File: config.mk
export PLATFORM = sky130hd
export DESIGN_NAME = fpu_cluster
export DESIGN_NICKNAME = d
export VERILOG_FILES = /design/src/logic/fp_format_pkg.sv /design/src/logic/fpu_op_pkg.sv /design/src/logic/fpu_cluster.sv /design/src/logic/fpu_collect.sv /design/src/logic/fpu_dispatch.sv /design/src/logic/fpu_noncomp_lane.sv
export SDC_FILE = /design/constraint.sdc
export NUM_CORES = 1
export LEC_CHECK = 0
export BUFFER_PORTS_ARGS = -buffer_cell sky130_fd_sc_hd__buf_2
export CORE_ASPECT_RATIO = 0.6
export CORE_MARGIN = 5
export CORE_UTILIZATION = 45
export CTS_CLUSTER_DIAMETER = 80
export DETAILED_ROUTE_END_ITERATION = 10
export GPL_ROUTABILITY_DRIVEN = 0
export SYNTH_ARGS = -nofsm -noshare
export SYNTH_HDL_FRONTEND = slang
export SYNTH_SLANG_ARGS = --single-unit
File: constraint.sdc
create_clock -name clk_i -period 7.5 [get_ports clk_i]
set_clock_uncertainty 0.2 [all_clocks]
set_input_delay 1.5 -clock clk_i [delete_from_list [all_inputs] [get_ports clk_i]]
set_output_delay 1.5 -clock clk_i [all_outputs]
set_load 0.03 [all_outputs]
File: src/logic/fp_format_pkg.sv
// Single-precision word layout shared by the lanes and the top level.
// An operand travels as a packed union so it can be read as raw bits
// or through its sign, exponent and mantissa fields.

package fp_format_pkg;

  localparam int FLEN  = 32;
  localparam int EXP_W = 8;
  localparam int MAN_W = 23;

  typedef struct packed {
    logic             sign;
    logic [EXP_W-1:0] exponent;
    logic [MAN_W-1:0] mantissa;
  } fp32_fields_t;

  // Same 32 bits, two views
  typedef union packed {
    logic [FLEN-1:0] raw;
    fp32_fields_t    f;
  } fp_word_u;

  // One-hot classify mask, RISC-V fclass bit order
  localparam int CLASS_W           = 10;
  localparam int CLASS_NEG_INF     = 0;
  localparam int CLASS_NEG_NORM    = 1;
  localparam int CLASS_NEG_SUBNORM = 2;
  localparam int CLASS_NEG_ZERO    = 3;
  localparam int CLASS_POS_ZERO    = 4;
  localparam int CLASS_POS_SUBNORM = 5;
  localparam int CLASS_POS_NORM    = 6;
  localparam int CLASS_POS_INF     = 7;
  localparam int CLASS_SNAN        = 8;
  localparam int CLASS_QNAN        = 9;

  // Quiet NaN with a zero payload
  localparam logic [FLEN-1:0] CANON_NAN = 32'h7fc0_0000;

endpackage

File: src/logic/fpu_op_pkg.sv
// Operation encodings for the non-computational FP cluster.
// The sub-operation selector reuses the RISC-V funct3 rounding-mode field.
// Status flags follow the fflags layout, NV in the top bit.

package fpu_op_pkg;

  // Operation groups routed to the lanes
  typedef enum logic [1:0] {
    OP_MINMAX = 2'd0,
    OP_SGNJ   = 2'd1,
    OP_CMP    = 2'd2,
    OP_CLASS  = 2'd3
  } fpu_op_e;

  // funct3 meaning per operation
  //   OP_MINMAX : RNE min, RTZ max
  //   OP_SGNJ   : RNE inject, RTZ inject negated, RDN inject xor
  //   OP_CMP    : RNE le, RTZ lt, RDN eq
  typedef enum logic [2:0] {
    RNE = 3'b000,
    RTZ = 3'b001,
    RDN = 3'b010
  } rnd_mode_e;

  localparam int STATUS_W = 5;

  // Bit positions within status
  localparam int FLAG_NV = 4;
  localparam int FLAG_DZ = 3;
  localparam int FLAG_OF = 2;
  localparam int FLAG_UF = 1;
  localparam int FLAG_NX = 0;

endpackage
File: src/logic/fpu_cluster.sv
// Top level of the non-computational FP cluster.
// One valid/ready request port feeds NUM_LANES lanes round-robin;
// results return in request order on one valid/ready output port.

module fpu_cluster #(
  parameter int NUM_LANES = 4,
  parameter int TAG_WIDTH = 8
) (
  input  logic                            clk_i,
  input  logic                            rst_n_i,
  input  fp_format_pkg::fp_word_u         operand_a_i,
  input  fp_format_pkg::fp_word_u         operand_b_i,
  input  fpu_op_pkg::fpu_op_e             op_i,
  input  logic                            op_mod_i,
  input  fpu_op_pkg::rnd_mode_e           rnd_mode_i,
  input  logic [TAG_WIDTH-1:0]            tag_i,
  input  logic                            in_valid_i,
  output logic                            in_ready_o,
  output logic [fp_format_pkg::FLEN-1:0]  result_o,
  output logic [fpu_op_pkg::STATUS_W-1:0] status_o,
  output logic [TAG_WIDTH-1:0]            tag_o,
  output logic                            out_valid_o,
  input  logic                            out_ready_i
);
  import fpu_op_pkg::*;
  import fp_format_pkg::*;

  logic [NUM_LANES-1:0]                in_valid;
  logic [NUM_LANES-1:0]                in_ready;
  logic [NUM_LANES-1:0]                res_valid;
  logic [NUM_LANES-1:0]                res_ready;
  logic [NUM_LANES-1:0][FLEN-1:0]      res_data;
  logic [NUM_LANES-1:0][STATUS_W-1:0]  res_status;
  logic [NUM_LANES-1:0][TAG_WIDTH-1:0] res_tag;

  fpu_dispatch #(
    .NUM_LANES (NUM_LANES)
  ) u_dispatch (
    .clk_i        (clk_i),
    .rst_n_i      (rst_n_i),
    .in_valid_i   (in_valid_i),
    .in_ready_o   (in_ready_o),
    .lane_valid_o (in_valid),
    .lane_ready_i (in_ready)
  );

  // Request fields go to every lane, only one sees valid
  for (genvar i = 0; i < NUM_LANES; i++) begin : gen_lane
    fpu_noncomp_lane #(
      .TAG_WIDTH (TAG_WIDTH)
    ) u_lane (
      .clk_i       (clk_i),
      .rst_n_i     (rst_n_i),
      .valid_i     (in_valid[i]),
      .ready_o     (in_ready[i]),
      .operand_a_i (operand_a_i),
      .operand_b_i (operand_b_i),
      .op_i        (op_i),
      .op_mod_i    (op_mod_i),
      .rnd_mode_i  (rnd_mode_i),
      .tag_i       (tag_i),
      .valid_o     (res_valid[i]),
      .ready_i     (res_ready[i]),
      .result_o    (res_data[i]),
      .status_o    (res_status[i]),
      .tag_o       (res_tag[i])
    );
  end

  fpu_collect #(
    .NUM_LANES (NUM_LANES),
    .TAG_WIDTH (TAG_WIDTH)
  ) u_collect (
    .clk_i         (clk_i),
    .rst_n_i       (rst_n_i),
    .lane_valid_i  (res_valid),
    .lane_ready_o  (res_ready),
    .lane_result_i (res_data),
    .lane_status_i (res_status),
    .lane_tag_i    (res_tag),
    .out_valid_o   (out_valid_o),
    .out_ready_i   (out_ready_i),
    .result_o      (result_o),
    .status_o      (status_o),
    .tag_o         (tag_o)
  );

endmodule

File: src/logic/fpu_collect.sv
// Result collector for the lane cluster.
// Drains lanes with a rotating pointer that follows the issue order,
// so results leave in request order on a single valid/ready port.

module fpu_collect #(
  parameter int NUM_LANES = 4,
  parameter int TAG_WIDTH = 8
) (
  input  logic                                            clk_i,
  input  logic                                            rst_n_i,
  input  logic [NUM_LANES-1:0]                            lane_valid_i,
  output logic [NUM_LANES-1:0]                            lane_ready_o,
  input  logic [NUM_LANES-1:0][fp_format_pkg::FLEN-1:0]   lane_result_i,
  input  logic [NUM_LANES-1:0][fpu_op_pkg::STATUS_W-1:0]  lane_status_i,
  input  logic [NUM_LANES-1:0][TAG_WIDTH-1:0]             lane_tag_i,
  output logic                                            out_valid_o,
  input  logic                                            out_ready_i,
  output logic [fp_format_pkg::FLEN-1:0]                  result_o,
  output logic [fpu_op_pkg::STATUS_W-1:0]                 status_o,
  output logic [TAG_WIDTH-1:0]                            tag_o
);

  localparam int PTR_W = (NUM_LANES > 1) ? $clog2(NUM_LANES) : 1;
  localparam logic [PTR_W-1:0] LAST_LANE = PTR_W'(NUM_LANES - 1);

  logic [PTR_W-1:0] drain_ptr_q;

  assign out_valid_o = lane_valid_i[drain_ptr_q];
  assign result_o    = lane_result_i[drain_ptr_q];
  assign status_o    = lane_status_i[drain_ptr_q];
  assign tag_o       = lane_tag_i[drain_ptr_q];

  // Other lanes hold their results until their turn
  always_comb begin
    lane_ready_o              = '0;
    lane_ready_o[drain_ptr_q] = out_ready_i;
  end

  always_ff @(posedge clk_i or negedge rst_n_i) begin
    if (!rst_n_i) begin
      drain_ptr_q <= '0;
    end else if (out_valid_o && out_ready_i) begin
      drain_ptr_q <= (drain_ptr_q == LAST_LANE) ? '0 : drain_ptr_q + 1'b1;
    end
  end

endmodule

File: src/logic/fpu_dispatch.sv
// Request distributor for the lane cluster.
// Hands each accepted request to the lane under a rotating issue pointer.
// Request fields are broadcast at the top level; only valid and ready are steered here.

module fpu_dispatch #(
  parameter int NUM_LANES = 4
) (
  input  logic                 clk_i,
  input  logic                 rst_n_i,
  input  logic                 in_valid_i,
  output logic                 in_ready_o,
  output logic [NUM_LANES-1:0] lane_valid_o,
  input  logic [NUM_LANES-1:0] lane_ready_i
);

  localparam int PTR_W = (NUM_LANES > 1) ? $clog2(NUM_LANES) : 1;
  localparam logic [PTR_W-1:0] LAST_LANE = PTR_W'(NUM_LANES - 1);

  logic [PTR_W-1:0] issue_ptr_q;
  logic             accept;

  // Upstream only sees the lane whose turn it is
  assign in_ready_o = lane_ready_i[issue_ptr_q];
  assign accept     = in_valid_i && in_ready_o;

  always_comb begin
    lane_valid_o              = '0;
    lane_valid_o[issue_ptr_q] = in_valid_i;
  end

  // Advance on every accepted request, wrap after the last lane
  always_ff @(posedge clk_i or negedge rst_n_i) begin
    if (!rst_n_i) begin
      issue_ptr_q <= '0;
    end else if (accept) begin
      if (issue_ptr_q == LAST_LANE) begin
        issue_ptr_q <= '0;
      end else begin
        issue_ptr_q <= issue_ptr_q + 1'b1;
      end
    end
  end

endmodule

File: src/logic/fpu_noncomp_lane.sv
// Two-stage lane for the single-precision non-computational operations.
// Stage 1 captures operands and their classes, stage 2 computes and holds the result.
// Each stage advances when the stage after it is empty or being drained.

module fpu_noncomp_lane #(
  parameter int TAG_WIDTH = 8
) (
  input  logic                            clk_i,
  input  logic                            rst_n_i,
  input  logic                            valid_i,
  output logic                            ready_o,
  input  fp_format_pkg::fp_word_u         operand_a_i,
  input  fp_format_pkg::fp_word_u         operand_b_i,
  input  fpu_op_pkg::fpu_op_e             op_i,
  input  logic                            op_mod_i,
  input  fpu_op_pkg::rnd_mode_e           rnd_mode_i,
  input  logic [TAG_WIDTH-1:0]            tag_i,
  output logic                            valid_o,
  input  logic                            ready_i,
  output logic [fp_format_pkg::FLEN-1:0]  result_o,
  output logic [fpu_op_pkg::STATUS_W-1:0] status_o,
  output logic [TAG_WIDTH-1:0]            tag_o
);
  import fpu_op_pkg::*;
  import fp_format_pkg::*;

  // One-hot class of a single operand
  function automatic logic [CLASS_W-1:0] classify(fp_word_u w);
    logic                exp_zero;
    logic                exp_ones;
    logic                man_zero;
    logic [CLASS_W-1:0]  mask;
    exp_zero = (w.f.exponent == '0);
    exp_ones = &w.f.exponent;
    man_zero = (w.f.mantissa == '0);
    mask     = '0;
    if (exp_ones && !man_zero) begin
      // Quiet bit is the mantissa MSB
      mask[w.f.mantissa[MAN_W-1] ? CLASS_QNAN : CLASS_SNAN] = 1'b1;
    end else if (exp_ones) begin
      mask[w.f.sign ? CLASS_NEG_INF : CLASS_POS_INF] = 1'b1;
    end else if (exp_zero && man_zero) begin
      mask[w.f.sign ? CLASS_NEG_ZERO : CLASS_POS_ZERO] = 1'b1;
    end else if (exp_zero) begin
      mask[w.f.sign ? CLASS_NEG_SUBNORM : CLASS_POS_SUBNORM] = 1'b1;
    end else begin
      mask[w.f.sign ? CLASS_NEG_NORM : CLASS_POS_NORM] = 1'b1;
    end
    return mask;
  endfunction

  logic                 s1_valid_q, s2_valid_q;
  logic                 s1_ready, s2_ready;
  fp_word_u             a_q, b_q;
  logic [CLASS_W-1:0]   cls_a_q, cls_b_q;
  fpu_op_e              op_q;
  logic                 op_mod_q;
  rnd_mode_e            rnd_q;
  logic [TAG_WIDTH-1:0] tag1_q;

  logic                 a_nan, b_nan, a_snan, b_snan, any_nan, both_zero;
  logic                 a_lt_b, cmp_lt, cmp_eq, cmp_bit, inj_sign, is_max;
  logic [FLEN-1:0]      res_d;
  logic [STATUS_W-1:0]  status_d;

  assign s2_ready = !s2_valid_q || ready_i;
  assign s1_ready = !s1_valid_q || s2_ready;
  assign ready_o  = s1_ready;
  assign valid_o  = s2_valid_q;

  always_ff @(posedge clk_i or negedge rst_n_i) begin
    if (!rst_n_i) begin
      s1_valid_q <= 1'b0;
      s2_valid_q <= 1'b0;
    end else begin
      if (s1_ready) s1_valid_q <= valid_i;
      if (s2_ready) s2_valid_q <= s1_valid_q;
    end
  end

  always_ff @(posedge clk_i) begin
    if (valid_i && s1_ready) begin
      a_q      <= operand_a_i;
      b_q      <= operand_b_i;
      cls_a_q  <= classify(operand_a_i);
      cls_b_q  <= classify(operand_b_i);
      op_q     <= op_i;
      op_mod_q <= op_mod_i;
      rnd_q    <= rnd_mode_i;
      tag1_q   <= tag_i;
    end
  end

  assign a_snan    = cls_a_q[CLASS_SNAN];
  assign b_snan    = cls_b_q[CLASS_SNAN];
  assign a_nan     = a_snan | cls_a_q[CLASS_QNAN];
  assign b_nan     = b_snan | cls_b_q[CLASS_QNAN];
  assign any_nan   = a_nan | b_nan;
  assign both_zero = (cls_a_q[CLASS_NEG_ZERO] | cls_a_q[CLASS_POS_ZERO]) &
                     (cls_b_q[CLASS_NEG_ZERO] | cls_b_q[CLASS_POS_ZERO]);

  // Total order on non-NaN values, -0 below +0
  assign a_lt_b = (a_q.f.sign != b_q.f.sign) ? a_q.f.sign :
                  a_q.f.sign ? (b_q.raw[FLEN-2:0] < a_q.raw[FLEN-2:0]) :
                               (a_q.raw[FLEN-2:0] < b_q.raw[FLEN-2:0]);

  // IEEE compare treats the two zeros as equal
  assign cmp_eq = (a_q.raw == b_q.raw) | both_zero;
  assign cmp_lt = a_lt_b & ~both_zero;
  assign is_max = (rnd_q == RTZ);

  always_comb begin
    cmp_bit  = 1'b0;
    inj_sign = b_q.f.sign;
    case (rnd_q)
      RNE: cmp_bit = cmp_lt | cmp_eq;
      RTZ: begin
        cmp_bit  = cmp_lt;
        inj_sign = ~b_q.f.sign;
      end
      RDN: begin
        cmp_bit  = cmp_eq;
        inj_sign = a_q.f.sign ^ b_q.f.sign;
      end
      default: ;
    endcase
  end

  always_comb begin
    res_d    = a_q.raw;
    status_d = '0;
    unique case (op_q)
      OP_MINMAX: begin
        status_d[FLAG_NV] = a_snan | b_snan;
        if (a_nan && b_nan)       res_d = CANON_NAN;
        else if (a_nan)           res_d = b_q.raw;
        else if (b_nan)           res_d = a_q.raw;
        else if (is_max ^ a_lt_b) res_d = a_q.raw;
        else                      res_d = b_q.raw;
      end
      OP_SGNJ: res_d = {inj_sign, a_q.raw[FLEN-2:0]};
      OP_CMP: begin
        // Signaling compares flag any NaN, eq only flags sNaN
        status_d[FLAG_NV] = a_snan | b_snan | (any_nan & (rnd_q inside {RNE, RTZ}));
        res_d = FLEN'((cmp_bit & ~any_nan) ^ op_mod_q);
      end
      OP_CLASS: res_d = FLEN'(cls_a_q);
    endcase
  end

  always_ff @(posedge clk_i) begin
    if (s1_valid_q && s2_ready) begin
      result_o <= res_d;
      status_o <= status_d;
      tag_o    <= tag1_q;
    end
  end

endmodule

### Word level (Yosys, flattened, before mapping)

Cells that the tools add are included.
Widths: inputs -> output; s select.

* bits in writable memories: 0
* ROM bits: 0
* bits in registers: 568
* output and inout port bits: 47
* input port bits: 82
* bits in latches: 0
* logic and storage cells: 356
* memories kept: 0

* order comparisons: 32
* divide/modulo/power cells: 0
* shift-type cells: 0
* muxes and demuxes: 94
* add/subtract/negate cells: 2
* equality and inequality tests: 30
* multipliers: 0
* reduce and logical (&&, ||, !) cells: 66
* bitwise operators: 78

Operators by type and width (number)
* $mux 32: 17
* $pmux 32 s4: 4
* $ge 32x1->1 const B: 9
* $lt 32x6->1 const B: 9
* $lt 31x31->1: 8
* $and 1x32->32: 4
* $eq 32x32->1: 4
* $not 1->32: 4
* $xor 32x1->32: 4
* $mux 10: 8
* $bmux 32 s2: 1
* $logic_not 23->1: 2
* $demux 1 s4: 10
* $or 1x1->1: 36
* $logic_and 1x1->1: 30
* $mux 1: 24
* $mux 3: 8
* $eq 2x2->1 const B: 10
* $bmux 8 s2: 1
* $logic_not 8->1: 2
* $pmux 1 s2: 8
* $reduce_and 8->1: 2
* $and 1x1->1: 12
* $eq 3x1->1 const B: 4
* 23 further kinds: 81

### Longest topological paths before layout

Gate-level depths: netlist of the first run.

* word-level depth: 10
* mapped depth: 13
* mapped depth without buffers: 11

### Modules after synthesis

From an unflattened synthesis of the first run, not the netlist that was laid out.

* cell total of the unflattened synthesis: 1781
* area, all modules: 25609.6 sq um

Modules (own cells, without submodules)
* fpu_noncomp_lane at gen_lane[0].u_lane ...: cells an instance 420, sequential area each 4043.9 sq um, times used 3, area an instance 6020.8 sq um
* fpu_noncomp_lane at gen_lane[3].u_lane: cells an instance 420, sequential area each 4043.9 sq um, times used 1, area an instance 6010.8 sq um
* fpu_collect: cells an instance 76, sequential area each 50.0 sq um, times used 1, area an instance 1297.5 sq um
* fpu_dispatch: cells an instance 25, sequential area each 50.0 sq um, times used 1, area an instance 239.0 sq um

### Worst setup path before layout of the first run

OpenSTA, ideal clock, no wires.

* path kind: input -> register
* from: input port out_ready_i
* to: register gen_lane[0].u_lane.a_q[0] (netlist bit) (enable)
* stages on the path: 2
* slack: 0.601 ns
* arrival time: 6.126 ns
* setup time: 0.573 ns
* data required time: 6.727 ns
* buffers on the path: 0
* cells stage by stage: a21boi_0 a21oi_1

* longest elaborated chain between the ends: 4

RTL lines
* from (decl): line fpu_cluster.sv:23 `input logic out_ready_i`
* $and 4x4->4 (no source line)
* $logic_or 1x1->1: line fpu_noncomp_lane.sv:66 `assign s2_ready = !s2_valid_q || ready_i;`
* $logic_or 1x1->1: line fpu_noncomp_lane.sv:67 `assign s1_ready = !s1_valid_q || s2_ready;`
* $logic_and 1x1->1: line fpu_noncomp_lane.sv:82 `if (valid_i && s1_ready) begin`
* to (signal assigned): line fpu_noncomp_lane.sv:83 `a_q <= operand_a_i;`
* to (decl): line fpu_noncomp_lane.sv:54 `fp_word_u a_q, b_q;`

Every way passes these cells.
A chain may end at the register's enable or synchronous reset.

### Final worst setup path of the first run

* from: register u_collect.drain_ptr_q[1]
* to: output port in_ready_o

* longest elaborated chain between the ends: 9
* elaborated cells on any way between the ends: 16
* classes of those cells: order compare (2); mux (4); bitwise (1); reduce/logical (9)

RTL lines
* from (decl): line fpu_collect.sv:26 `logic [PTR_W-1:0] drain_ptr_q;`
* from (signal assigned): line fpu_collect.sv:43 `drain_ptr_q <= (drain_ptr_q == LAST_LANE) ? '0 : drain_ptr_q + 1'b1;`
* $lt 2x3->1 (implied by the code) or $ge 2x1->1 (tied branches): line fpu_collect.sv:36 `lane_ready_o[drain_ptr_q] = out_ready_i;`
* $logic_and 1x1->1 (implied by the code): line fpu_collect.sv:36
* $mux 1 (implied by the code): line fpu_collect.sv:36
* $demux 1 s2 (*)
* $and 4x4->4 (no source line) (*)
* $logic_or 1x1->1: line fpu_noncomp_lane.sv:66
* $logic_or 1x1->1: line fpu_noncomp_lane.sv:67
* $bmux 1 s2 (*): line fpu_dispatch.sv:23 `assign in_ready_o = lane_ready_i[issue_ptr_q];`
* $mux 1 (implied by the code) (*): line fpu_dispatch.sv:23
* to (decl): line fpu_cluster.sv:18 `output logic in_ready_o,`

Every way passes the cells marked *; elsewhere a longest branch is shown, timed or not. The select of a mux whose other input is x is not followed.

==> results of run 1 <==
## kinds of logic after synthesis
| kind of cell | after synthesis |
|---|---|
| xor+xnor | 6 |
| mux | 68 |
| buf+inv | 209 |
| other cells | 1 |
| simple gates | 432 |
| fa+ha+maj | 132 |
| compound gates | 338 |
| flops | 544 |
## metrics by stage
stage | cells | worst slack [ps]
after floorplan | 1733 | 600.9
after CTS | 2623 | 1943
final | 2626 | 1943
after global routing | 2625 | 1745
after detailed placement | 2531 | 2550
after global placement | 2531 | 2570
## worst register-to-register path: cells and delay by family, from the launching register on
family	cells	cell delay (ps)
simple gates	5	2700
fa+ha+maj	1	360
compound gates	4	1280
flops	1	400
## final cells by class
cell class / count / area share (%)
antenna: 3 / 0.02706
clock buffer: 60 / 4.799
timing repair buffer: 151 / 2.968
sequential: 544 / 58.69
tap: 714 / 3.220
multi-input combinational: 980 / 27.26
clock inverter: 32 / 1.123
inverter: 142 / 1.921
## metal layers
layer	wire, um	part of all wire [%]
met1	33660	47
met2	29330	41
met3	8060	11
met4	1123	1.6
met5	0	0
## cell usage in the layout, fill, tap and decap left out, drive strengths merged, types with 8 or more instances in the layout
cell     instances
nand4           28
inv            143
a211oi          17
nand2b          21
a2111oi         15
nor2b            9
dfrtp           12
nand3           57
ha             132
mux4            43
o311a            9
clkinv          20
nand2          139
a22o            36
nor4            32
nor3            23
clkbuf          60
o311ai          18
o21ai           90
edfxtp         532
nor2            81
mux2i           21
and3             8
buf            151
a21oi           78
o221a            9
## path summary, 6_finish.rpt
kind | start | endpoint | slack [ps] | cells after the start
setup reg to reg | gen_lane[1].u_lane.b_q[20]$_DFFE_PP_ | gen_lane[1].u_lane.result_o[15]$_DFFE_PP_ | 2300 | 10
hold / removal | gen_lane[2].u_lane.tag1_q[3]$_DFFE_PP_ | gen_lane[2].u_lane.tag_o[3]$_DFFE_PP_ | 220 | 0
min in group asynchronous | rst_n_i | gen_lane[1].u_lane.valid_o$_DFFE_PN0P_ | 580 | 1
max in group asynchronous | rst_n_i | u_collect.drain_ptr_q[0]$_DFFE_PN0P_ | 6270 | 1
hold reg to reg | gen_lane[2].u_lane.tag1_q[3]$_DFFE_PP_ | gen_lane[2].u_lane.tag_o[3]$_DFFE_PP_ | 220 | 0
setup / recovery | u_collect.drain_ptr_q[1]$_DFFE_PN0P_ | in_ready_o | 1940 | 7
## flip-flops by register name, summed over array words and instances, names as in the netlist
| name | cells |
|---|---|
| gen_lane.u_lane.b_q | 128 |
| gen_lane.u_lane.status_o | 4 |
| gen_lane.u_lane.cls_b_q | 16 |
| gen_lane.u_lane.a_q | 128 |
| gen_lane.u_lane.valid_o | 4 |
| gen_lane.u_lane.op_q | 8 |
| u_collect.drain_ptr_q | 2 |
| gen_lane.u_lane.op_mod_q | 4 |
| u_dispatch.issue_ptr_q | 2 |
| gen_lane.u_lane.cls_a_q | 40 |
| gen_lane.u_lane.tag1_q | 32 |
| gen_lane.u_lane.result_o | 128 |
| gen_lane.u_lane.rnd_q | 12 |
| gen_lane.u_lane.s1_valid_q | 4 |
| gen_lane.u_lane.tag_o | 32 |
## power breakdown
group          internal [mW]  switching, mW
sequential              4.08          0.336
clock                   1.44           1.16
combinational          0.862           1.83
==> flow_summary.yaml, run 1 <==
cts:
  clk_latency_ps: 600
  cts_tree: "built"
  post_cts_buffers: 0
  cts_hold_buf: 0
  clkTransAtPathRegs_ps: 70
  clock_path_buffers: 3
  clkSinkCount: 544
  cts_buffers: 51
  ctsResizeCount: 0
  htreeDepth: 2
  cts-root-buf: "clkbuf_16"
synthesis:
  yosys-top-cells-count: "532 x edfxtp_1, 141 x inv_1, 139 x nand2_1"
  synth_edf_count: 532
  ys_async_sr_fraction_pct: 2.206
  synth_cell_types: 79
  ys_seq_elements: 544
  synth_area_leader_cell: "edfxtp_1"
  ys_warn_count: 0
  synth_compound_area_share_pct: 9.709
  ys_seq_area_share_pct: 66.26
  synth_top_cell_area_share_pct: 65.04
  netlist_area_um2: 24560
  syn_avg_cell_area_um2: 14.20
  synthMuxAreaShare_pct: 4.982
  synth_flop_cell: "edfxtp_1"
  synth_most_common_cell: "edfxtp_1"
  synth_cells: 1730
  synth_fa_ha_area_share_pct: 6.724
  synth-simple-area-share_pct: 8.675
  ys_top_cells_by_area: "edfxtp_1 65%, ha_1 6.7%, mux4_2 3.9%"
  synth_top_family_by_area: "compound AO/OA/AOI/OAI gates"
  synth_xor_area_share_pct: 0.2139
die:
  die_w_um: 311.6
  die_area_um2: 59510
  core_um2: 54090
  ios: 129
  fp.dieH_um: 191.0
  num_rows: 66
  initial_utilization_pct: 45.41
timing:
  setup-tns-final_ps: 0
  finalSetupViolCount: 0
  period_minus_slack_ps: 5557
  maxSlewHeadroom_pct: 15.07
  tightest_slew_ps: 1269
  rsz0062_at_grt: "no"
  final_hold_viol_count: 0
  drv_slew: 0
  hold_ws_ps: 218.7
  clock.fmax_mhz: 180.0
  fin_crit_sh_pct: 74.09
global_route:
  grt_use_met1_pct: 38.49
  grt_max_degree: 62
  track_usage_pct: 23.97
  grt.busiest_layer: "met1"
  first_global_vias: 15090
  use_met3_pct: 5.645
  grt_pass1_wl_mm: 104.6
  grt-ovfl-total: 0
  grt_util_met2_pct: 33.36
  antenna_found_initial: 6
placement:
  post-dp-hpwl_mm: 50.11
  port_buffers: 124
  placed_area_um2: 26090
final_layout:
  syn_to_final_growth_pct: 12.94
  finish.net_count: 2084
  multi_input_area_um2: 7561
  register_area_um2: 16280
  stdcell_area_um2: 27740
  finish.utilization_pct: 51.29
  nFillCells: 4493
  final_layout_size_suffix_gt1_share_pct: 16.40
detailed_routing:
  drt-total-wl_mm: 72.17
  vias: 15930
  drt-wirelength-per-cell_um: 27.48
  drc: 0
  detail-route-antenna-nets: 0
  dr.first_iter.drc_count: 2223
  drtPass1Iterations: 8
  post_drt_via_cell_ratio: 6.067
worst_setup_path:
  crit_arrival_ps: 3860
  end_kind: "primary output"
  path_delay_family: "flip-flops"
  critPathRequiredTime_ps: 5800
  crit_buf_inv: 3
  path_cells: "buf_4 > inv_1 > ha_1 > a21boi_0 > nand2_1 > mux4_2 > buf_2"
  slowest_stage: "dfrtp_2"
  slowest_delay_ps: 900
  worst_setup_path_start_kind: "flip-flop"
  path_class: "reg2out"
  cp_max_fo: 25
run_status:
  status: "completed"
hold_path:
  hold_class: "reg2reg"
flow_run:
  max_cap_viol_count: 0
power:
  p_leak_nw: 10.12
  power_density_nw_per_um2: 350.0
  total_power_mw: 9.711
  peakVddDrop_mv: 0.1915
Power figures use the tool's default switching activity.
==> run 2, diff against run 1 <==
==> constraint.sdc (replaced) <==
create_clock -name clk_i -period 5.8 [get_ports clk_i]
set_clock_uncertainty 0.2 [all_clocks]
set_input_delay 1.16 -clock clk_i [delete_from_list [all_inputs] [get_ports clk_i]]
set_output_delay 1.16 -clock clk_i [all_outputs]
set_load 0.03 [all_outputs]
==> run 2 against run 1 <==
Effect of this change:
- setup slack worse by 1000 ps
- highest routed layer is now met5
- sequential cell count stayed put
- critical endpoint is now gen_lane[1].u_lane.result_o[17]$_DFFE_PP_
- global-route usage is 0.33 points lower
- largest cell class unchanged
- count of clock-buffer cells in the layout is 1 lower
==> flow_summary.yaml, run 2 (synthesized netlist as in run 1, its figures left out) <==
run_status:
  status: "completed"
final_layout:
  final_layout_size_suffix_gt1_share_pct: 16.21
  instances_no_fill: 2627
  layout_commonest_cell: "edfxtp_1"
  reg.largest.list: "gen_lane.u_lane.a_q x128, gen_lane.u_lane.b_q x128, gen_lane.u_lane.result_o x128"
  syn_to_final_growth_pct: 12.86
  final_cell_mix: "532 x edfxtp_1, 141 x inv_1, 139 x nand2_1"
  nFillCells: 4571
  finish.net_count: 2088
global_route:
  first_global_vias: 15190
  grt_pass1_wl_mm: 103.5
  track_usage_pct: 23.64
  grt_max_degree: 93
  antenna_found_initial: 5
  grt-ovfl-total: 0
cts:
  clk_latency_ps: 580
  clkSinkCount: 544
  cts-root-buf: "clkbuf_16"
  cts_hold_buf: 0
  cts_tree: "built"
  htreeDepth: 2
  cts_buffers: 51
  clock_path_buffers: 3
  ctsResizeCount: 0
  clkTransAtPathRegs_ps: 60
  post_cts_buffers: 0
detailed_routing:
  drt-total-wl_mm: 71.35
  drc: 0
  drt-wirelength-per-cell_um: 27.16
  dr.first_iter.drc_count: 2041
  detail-route-antenna-nets: 0
  drtPass1Iterations: 6
  post_drt_via_cell_ratio: 6.038
  vias: 15860
timing:
  hold_ws_ps: 217.2
  finalSetupViolCount: 0
  maxSlewHeadroom_pct: 18.29
  clock.fmax_mhz: 205.5
  drv_slew: 0
  final_hold_viol_count: 0
  fin_crit_sh_pct: 83.91
  period_minus_slack_ps: 4867
  rsz0062_at_grt: "no"
  tightest_slew_ps: 1221
  fin_ws_ps: 933.3
  setup-tns-final_ps: 0
worst_setup_path:
  worst_setup_path_start_kind: "flip-flop"
  crit_arrival_ps: 5090
  crit_start: "gen_lane[1].u_lane.b_q[13]$_DFFE_PP_"
  r2r_end: "gen_lane[1].u_lane.result_o[17]$_DFFE_PP_"
  worstRegToRegCells: 10
  r2r_slack_ps: 930
  path_class: "reg2reg"
  critPathRequiredTime_ps: 6030
  r2r-start: "gen_lane[1].u_lane.b_q[13]$_DFFE_PP_"
  end_kind: "flip-flop"
  critPathCapture: "gen_lane[1].u_lane.result_o[17]$_DFFE_PP_"
  cp_max_fo: 21
flow_run:
  max_cap_viol_count: 0
placement:
  placedCellCount: 2535
  port_buffers: 124
  pre_cts_ws_ps: 1022
  post-dp-hpwl_mm: 50.16
die:
  initial_utilization_pct: 45.41
  ios: 129
  num_rows: 66
  die_area_um2: 59510
  die_w_um: 311.6
  core_um2: 54090
  fp.dieH_um: 191.0
hold_path:
  hp-start: "gen_lane[2].u_lane.tag1_q[5]$_DFFE_PP_"
  hold_class: "reg2reg"
power:
  power_density_nw_per_um2: 450.4
  p_leak_nw: 10.13
  total_power_mw: 12.48
  peakVddDrop_mv: 0.3146
run 2: report_power, final:
group / switching (mW) / internal (mW) / leakage, nW
sequential: 0.402 / 5.28 / 5.04
combinational: 2.39 / 1.13 / 4.32
clock: 1.46 / 1.83 / 0.766
run 2: worst max-delay path, cell delays in order, from the launching register on:
cell and delay, ps:
edfxtp_1 400, ha_1 340, nand4_1 140, nor3_1 760
o31ai_1 320, a21oi_1 220, a21oi_1 90, a41oi_1 300
nand2b_1 510, nor2_1 1120, a22o_1 320
run 2: layout make-up:
cell class,count,area (um2),area share (%)
sequential,544,16280,58.73
multi-input combinational,980,7555,27.25
clock buffer,59,1306,4.712
tap,714,893.4,3.223
timing repair buffer,155,865.8,3.123
inverter,142,533.0,1.923
clock inverter,32,284.0,1.025
antenna,1,2.502,0.009027
run 2: per-layer routing:
metal / vias to the layer above / GRT usage (%) / wire length, um
met5: - / 0 / 21
met4: 4 / 4.474 / 1281
met3: 96 / 6.675 / 8290
met2: 829 / 32.67 / 28790
met1: 7944 / 37.39 / 32970
li1: 6988 / - / -
run 2: through the flow:
step                util (%)  area, um2
floorplan                  -      24590
global placement       48.30      26130
detailed placement     48.30      26130
CTS                    51.24      27720
global route           51.25      27720
finish                 51.25      27720
run 2: worst min path at each step:
| stage | end | slack, ps | cells past startpoint |
|---|---|---|---|
| after floorplan | gen_lane[0].u_lane.tag_o[0]$_DFFE_PP_ | 200 | 0 |
| after global placement | gen_lane[3].u_lane.tag_o[2]$_DFFE_PP_ | 200 | 0 |
| after detailed placement | gen_lane[1].u_lane.tag_o[0]$_DFFE_PP_ | 200 | 0 |
| after CTS | gen_lane[2].u_lane.tag_o[5]$_DFFE_PP_ | 220 | 0 |
| after global routing | gen_lane[1].u_lane.tag_o[5]$_DFFE_PP_ | 220 | 0 |
| final | gen_lane[2].u_lane.tag_o[5]$_DFFE_PP_ | 220 | 0 |
==> run 3, diff against run 2 <==
==> constraint.sdc (replaced) <==
create_clock -name clk_i -period 4 [get_ports clk_i]
set_clock_uncertainty 0.2 [all_clocks]
set_input_delay 0.8 -clock clk_i [delete_from_list [all_inputs] [get_ports clk_i]]
set_output_delay 0.8 -clock clk_i [all_outputs]
set_load 0.03 [all_outputs]
==> run 3 against run 2 <==
Effect of this change:
- design area rose by 3.2%
- fmax rose by 23%
- setup slack got worse by 880 ps
- hold slack improved by 2.4 ps
- highest routed layer unchanged
==> flow_summary.yaml, run 3 (synthesized netlist as in run 1, its figures left out) <==
detailed_routing:
  detail-route-antenna-nets: 0
  post_drt_via_cell_ratio: 6.050
  drc: 0
  dr.first_iter.drc_count: 1994
  drt-wirelength-per-cell_um: 27.37
  drt-total-wl_mm: 73.81
  drtPass1Iterations: 5
  vias: 16320
die:
  num_rows: 66
  core_um2: 54090
  ios: 129
  die_w_um: 311.6
  fp.dieH_um: 191.0
  initial_utilization_pct: 45.41
  die_area_um2: 59510
worst_setup_path:
  r2r_slack_ps: 50
  cp_common_cell: "a21oi_1"
  end_kind: "flip-flop"
  slowest_delay_ps: 670
  r2r-start: "gen_lane[0].u_lane.b_q[29]$_DFFE_PP_"
  cp_max_fo: 26
  worstRegToRegCells: 11
  crit_arrival_ps: 4160
  path_class: "reg2reg"
  slowest_stage: "or4_1"
  critPathRequiredTime_ps: 4210
  worst_setup_path_start_kind: "flip-flop"
  r2r_end: "gen_lane[0].u_lane.result_o[18]$_DFFE_PP_"
  path_cells: "ha_1 > nand4_1 > or4_1 > nand4b_1 > nand2_1 > a21oi_1 > nor4_2 > a31oi_4 > buf_12 > nand2b_1 > a21oi_1"
power:
  total_power_mw: 18.87
  p_leak_nw: 10.60
  power_density_nw_per_um2: 659.5
  peakVddDrop_mv: 0.4659
run_status:
  status: "completed"
global_route:
  antenna_found_initial: 8
  first_global_vias: 15620
  grt-ovfl-total: 0
  track_usage_pct: 24.37
  grt_max_degree: 85
  grt_pass1_wl_mm: 105.9
final_layout:
  finish.utilization_pct: 52.91
  final_layout_size_suffix_gt1_share_pct: 19.26
  final_cell_mix: "532 x edfxtp_1, 141 x inv_1, 139 x nand2_1"
  reg.largest.list: "gen_lane.u_lane.a_q x128, gen_lane.u_lane.b_q x128, gen_lane.u_lane.result_o x128"
  nFillCells: 4445
  syn_to_final_growth_pct: 16.52
  layout_commonest_cell: "edfxtp_1"
  finish.net_count: 2153
hold_path:
  hold_class: "reg2reg"
  holdPathEnd: "gen_lane[3].u_lane.tag_o[0]$_DFFE_PP_"
  whs_path_depth: 0
  hp-start: "gen_lane[3].u_lane.tag1_q[0]$_DFFE_PP_"
cts:
  cts_tree: "built"
  clkSinkCount: 544
  cts_buffers: 51
  clk_latency_ps: 590
  clkTransAtPathRegs_ps: 60
  clock_path_buffers: 3
  htreeDepth: 2
  cts-root-buf: "clkbuf_16"
flow_run:
  max_cap_viol_count: 0
placement:
  port_buffers: 124
  pre_cts_ws_ps: -38.58
  post-dp-hpwl_mm: 51.97
timing:
  tightest_slew_ps: 1048
  drv_slew: 0
  maxSlewHeadroom_pct: 29.58
  final_hold_viol_count: 0
  finalSetupViolCount: 0
  fin_ws_ps: 49.75
  period_minus_slack_ps: 3950
  fin_crit_sh_pct: 98.76
  clock.fmax_mhz: 253.1
  rsz0062_at_grt: "yes"
[run 3: cell count changes in the layout (fill, tap and decap cells not counted), moves of 3 or more]
cell	delta
buf_6	+3
buf_4	+43
clkinv_1	-5
bufinv_16	+3
diode_2	+4
clkinvlp_4	-3
buf_12	+17
clkbuf_1	+3
[run 3: layer usage]
metal	wire (um)	global-route usage (%)	vias up
li1	-	-	7114
met1	33720	38.68	8201
met2	29590	33.52	902
met3	9240	6.685	98
met4	1241	4.904	2
met5	17	0	-
[run 3: power by group]
group | internal [mW] | switching [mW]
sequential | 7.64 | 0.561
clock | 2.93 | 2.16
combinational | 1.94 | 3.64
[run 3: cell type report]
| type | instances | area [um2] | share of cell area (%) |
|---|---|---|---|
| inverter | 142 | 533.0 | 1.862 |
| clock buffer | 64 | 1368 | 4.778 |
| sequential | 544 | 16280 | 56.89 |
| antenna | 5 | 12.51 | 0.04372 |
| multi-input combinational | 980 | 7599 | 26.55 |
| timing repair buffer | 220 | 1600 | 5.591 |
| tap | 714 | 893.4 | 3.121 |
| clock inverter | 28 | 334.1 | 1.167 |
[run 3: what timing repair did]
| action | CTS | global route |
|---|---|---|
| hold buffers | 1 | 0 |
| pin swaps | 0 | 5 |
| endpoints found under the hold margin | 12 | 0 |
| gates cloned | 0 | 0 |
| setup endpoints to repair | 13 | 58 |
| gates resized for setup | 2 | 11 |
| buffers inserted | 0 | 5 |
[run 3: per-stage QoR]
step                TNS, ps  instances  instance area [um2]  hold WS [ps]
floorplan                 0       1733                24620         200.3
global placement     -4.078       2594                26780         200.9
detailed placement   -268.7       2594                26780         204.5
CTS                       0       2687                28500         213.5
global route         -99.06       2697                28620         213.1
finish                    0       2697                28620         219.6
[run 3: critical path, delay by kind of cell, from the launching register on]
kind,cells,cell delay [ps]
fa+ha+maj,1,350
compound gates,3,560
simple gates,6,1990
buf+inv,1,270
flops,1,390
[run 3: worst max path at each step]
stage                                         start  slack [ps]                                        end  cells after the start
3_3_place_gp   gen_lane[2].u_lane.b_q[20]$_DFFE_PP_          -3  gen_lane[2].u_lane.result_o[12]$_DFFE_PP_                     13
4_1_cts        gen_lane[0].u_lane.b_q[30]$_DFFE_PP_          10  gen_lane[0].u_lane.result_o[28]$_DFFE_PP_                     10
5_1_grt         gen_lane[3].u_lane.a_q[2]$_DFFE_PP_         -70   gen_lane[3].u_lane.result_o[0]$_DFFE_PP_                     12
2_1_floorplan  u_collect.drain_ptr_q[0]$_DFFE_PN0P_          90   gen_lane[2].u_lane.result_o[0]$_DFFE_PP_                      6
3_5_place_dp   gen_lane[2].u_lane.b_q[20]$_DFFE_PP_         -40  gen_lane[2].u_lane.result_o[12]$_DFFE_PP_                     13
6_report       gen_lane[0].u_lane.b_q[29]$_DFFE_PP_          50  gen_lane[0].u_lane.result_o[18]$_DFFE_PP_                     11
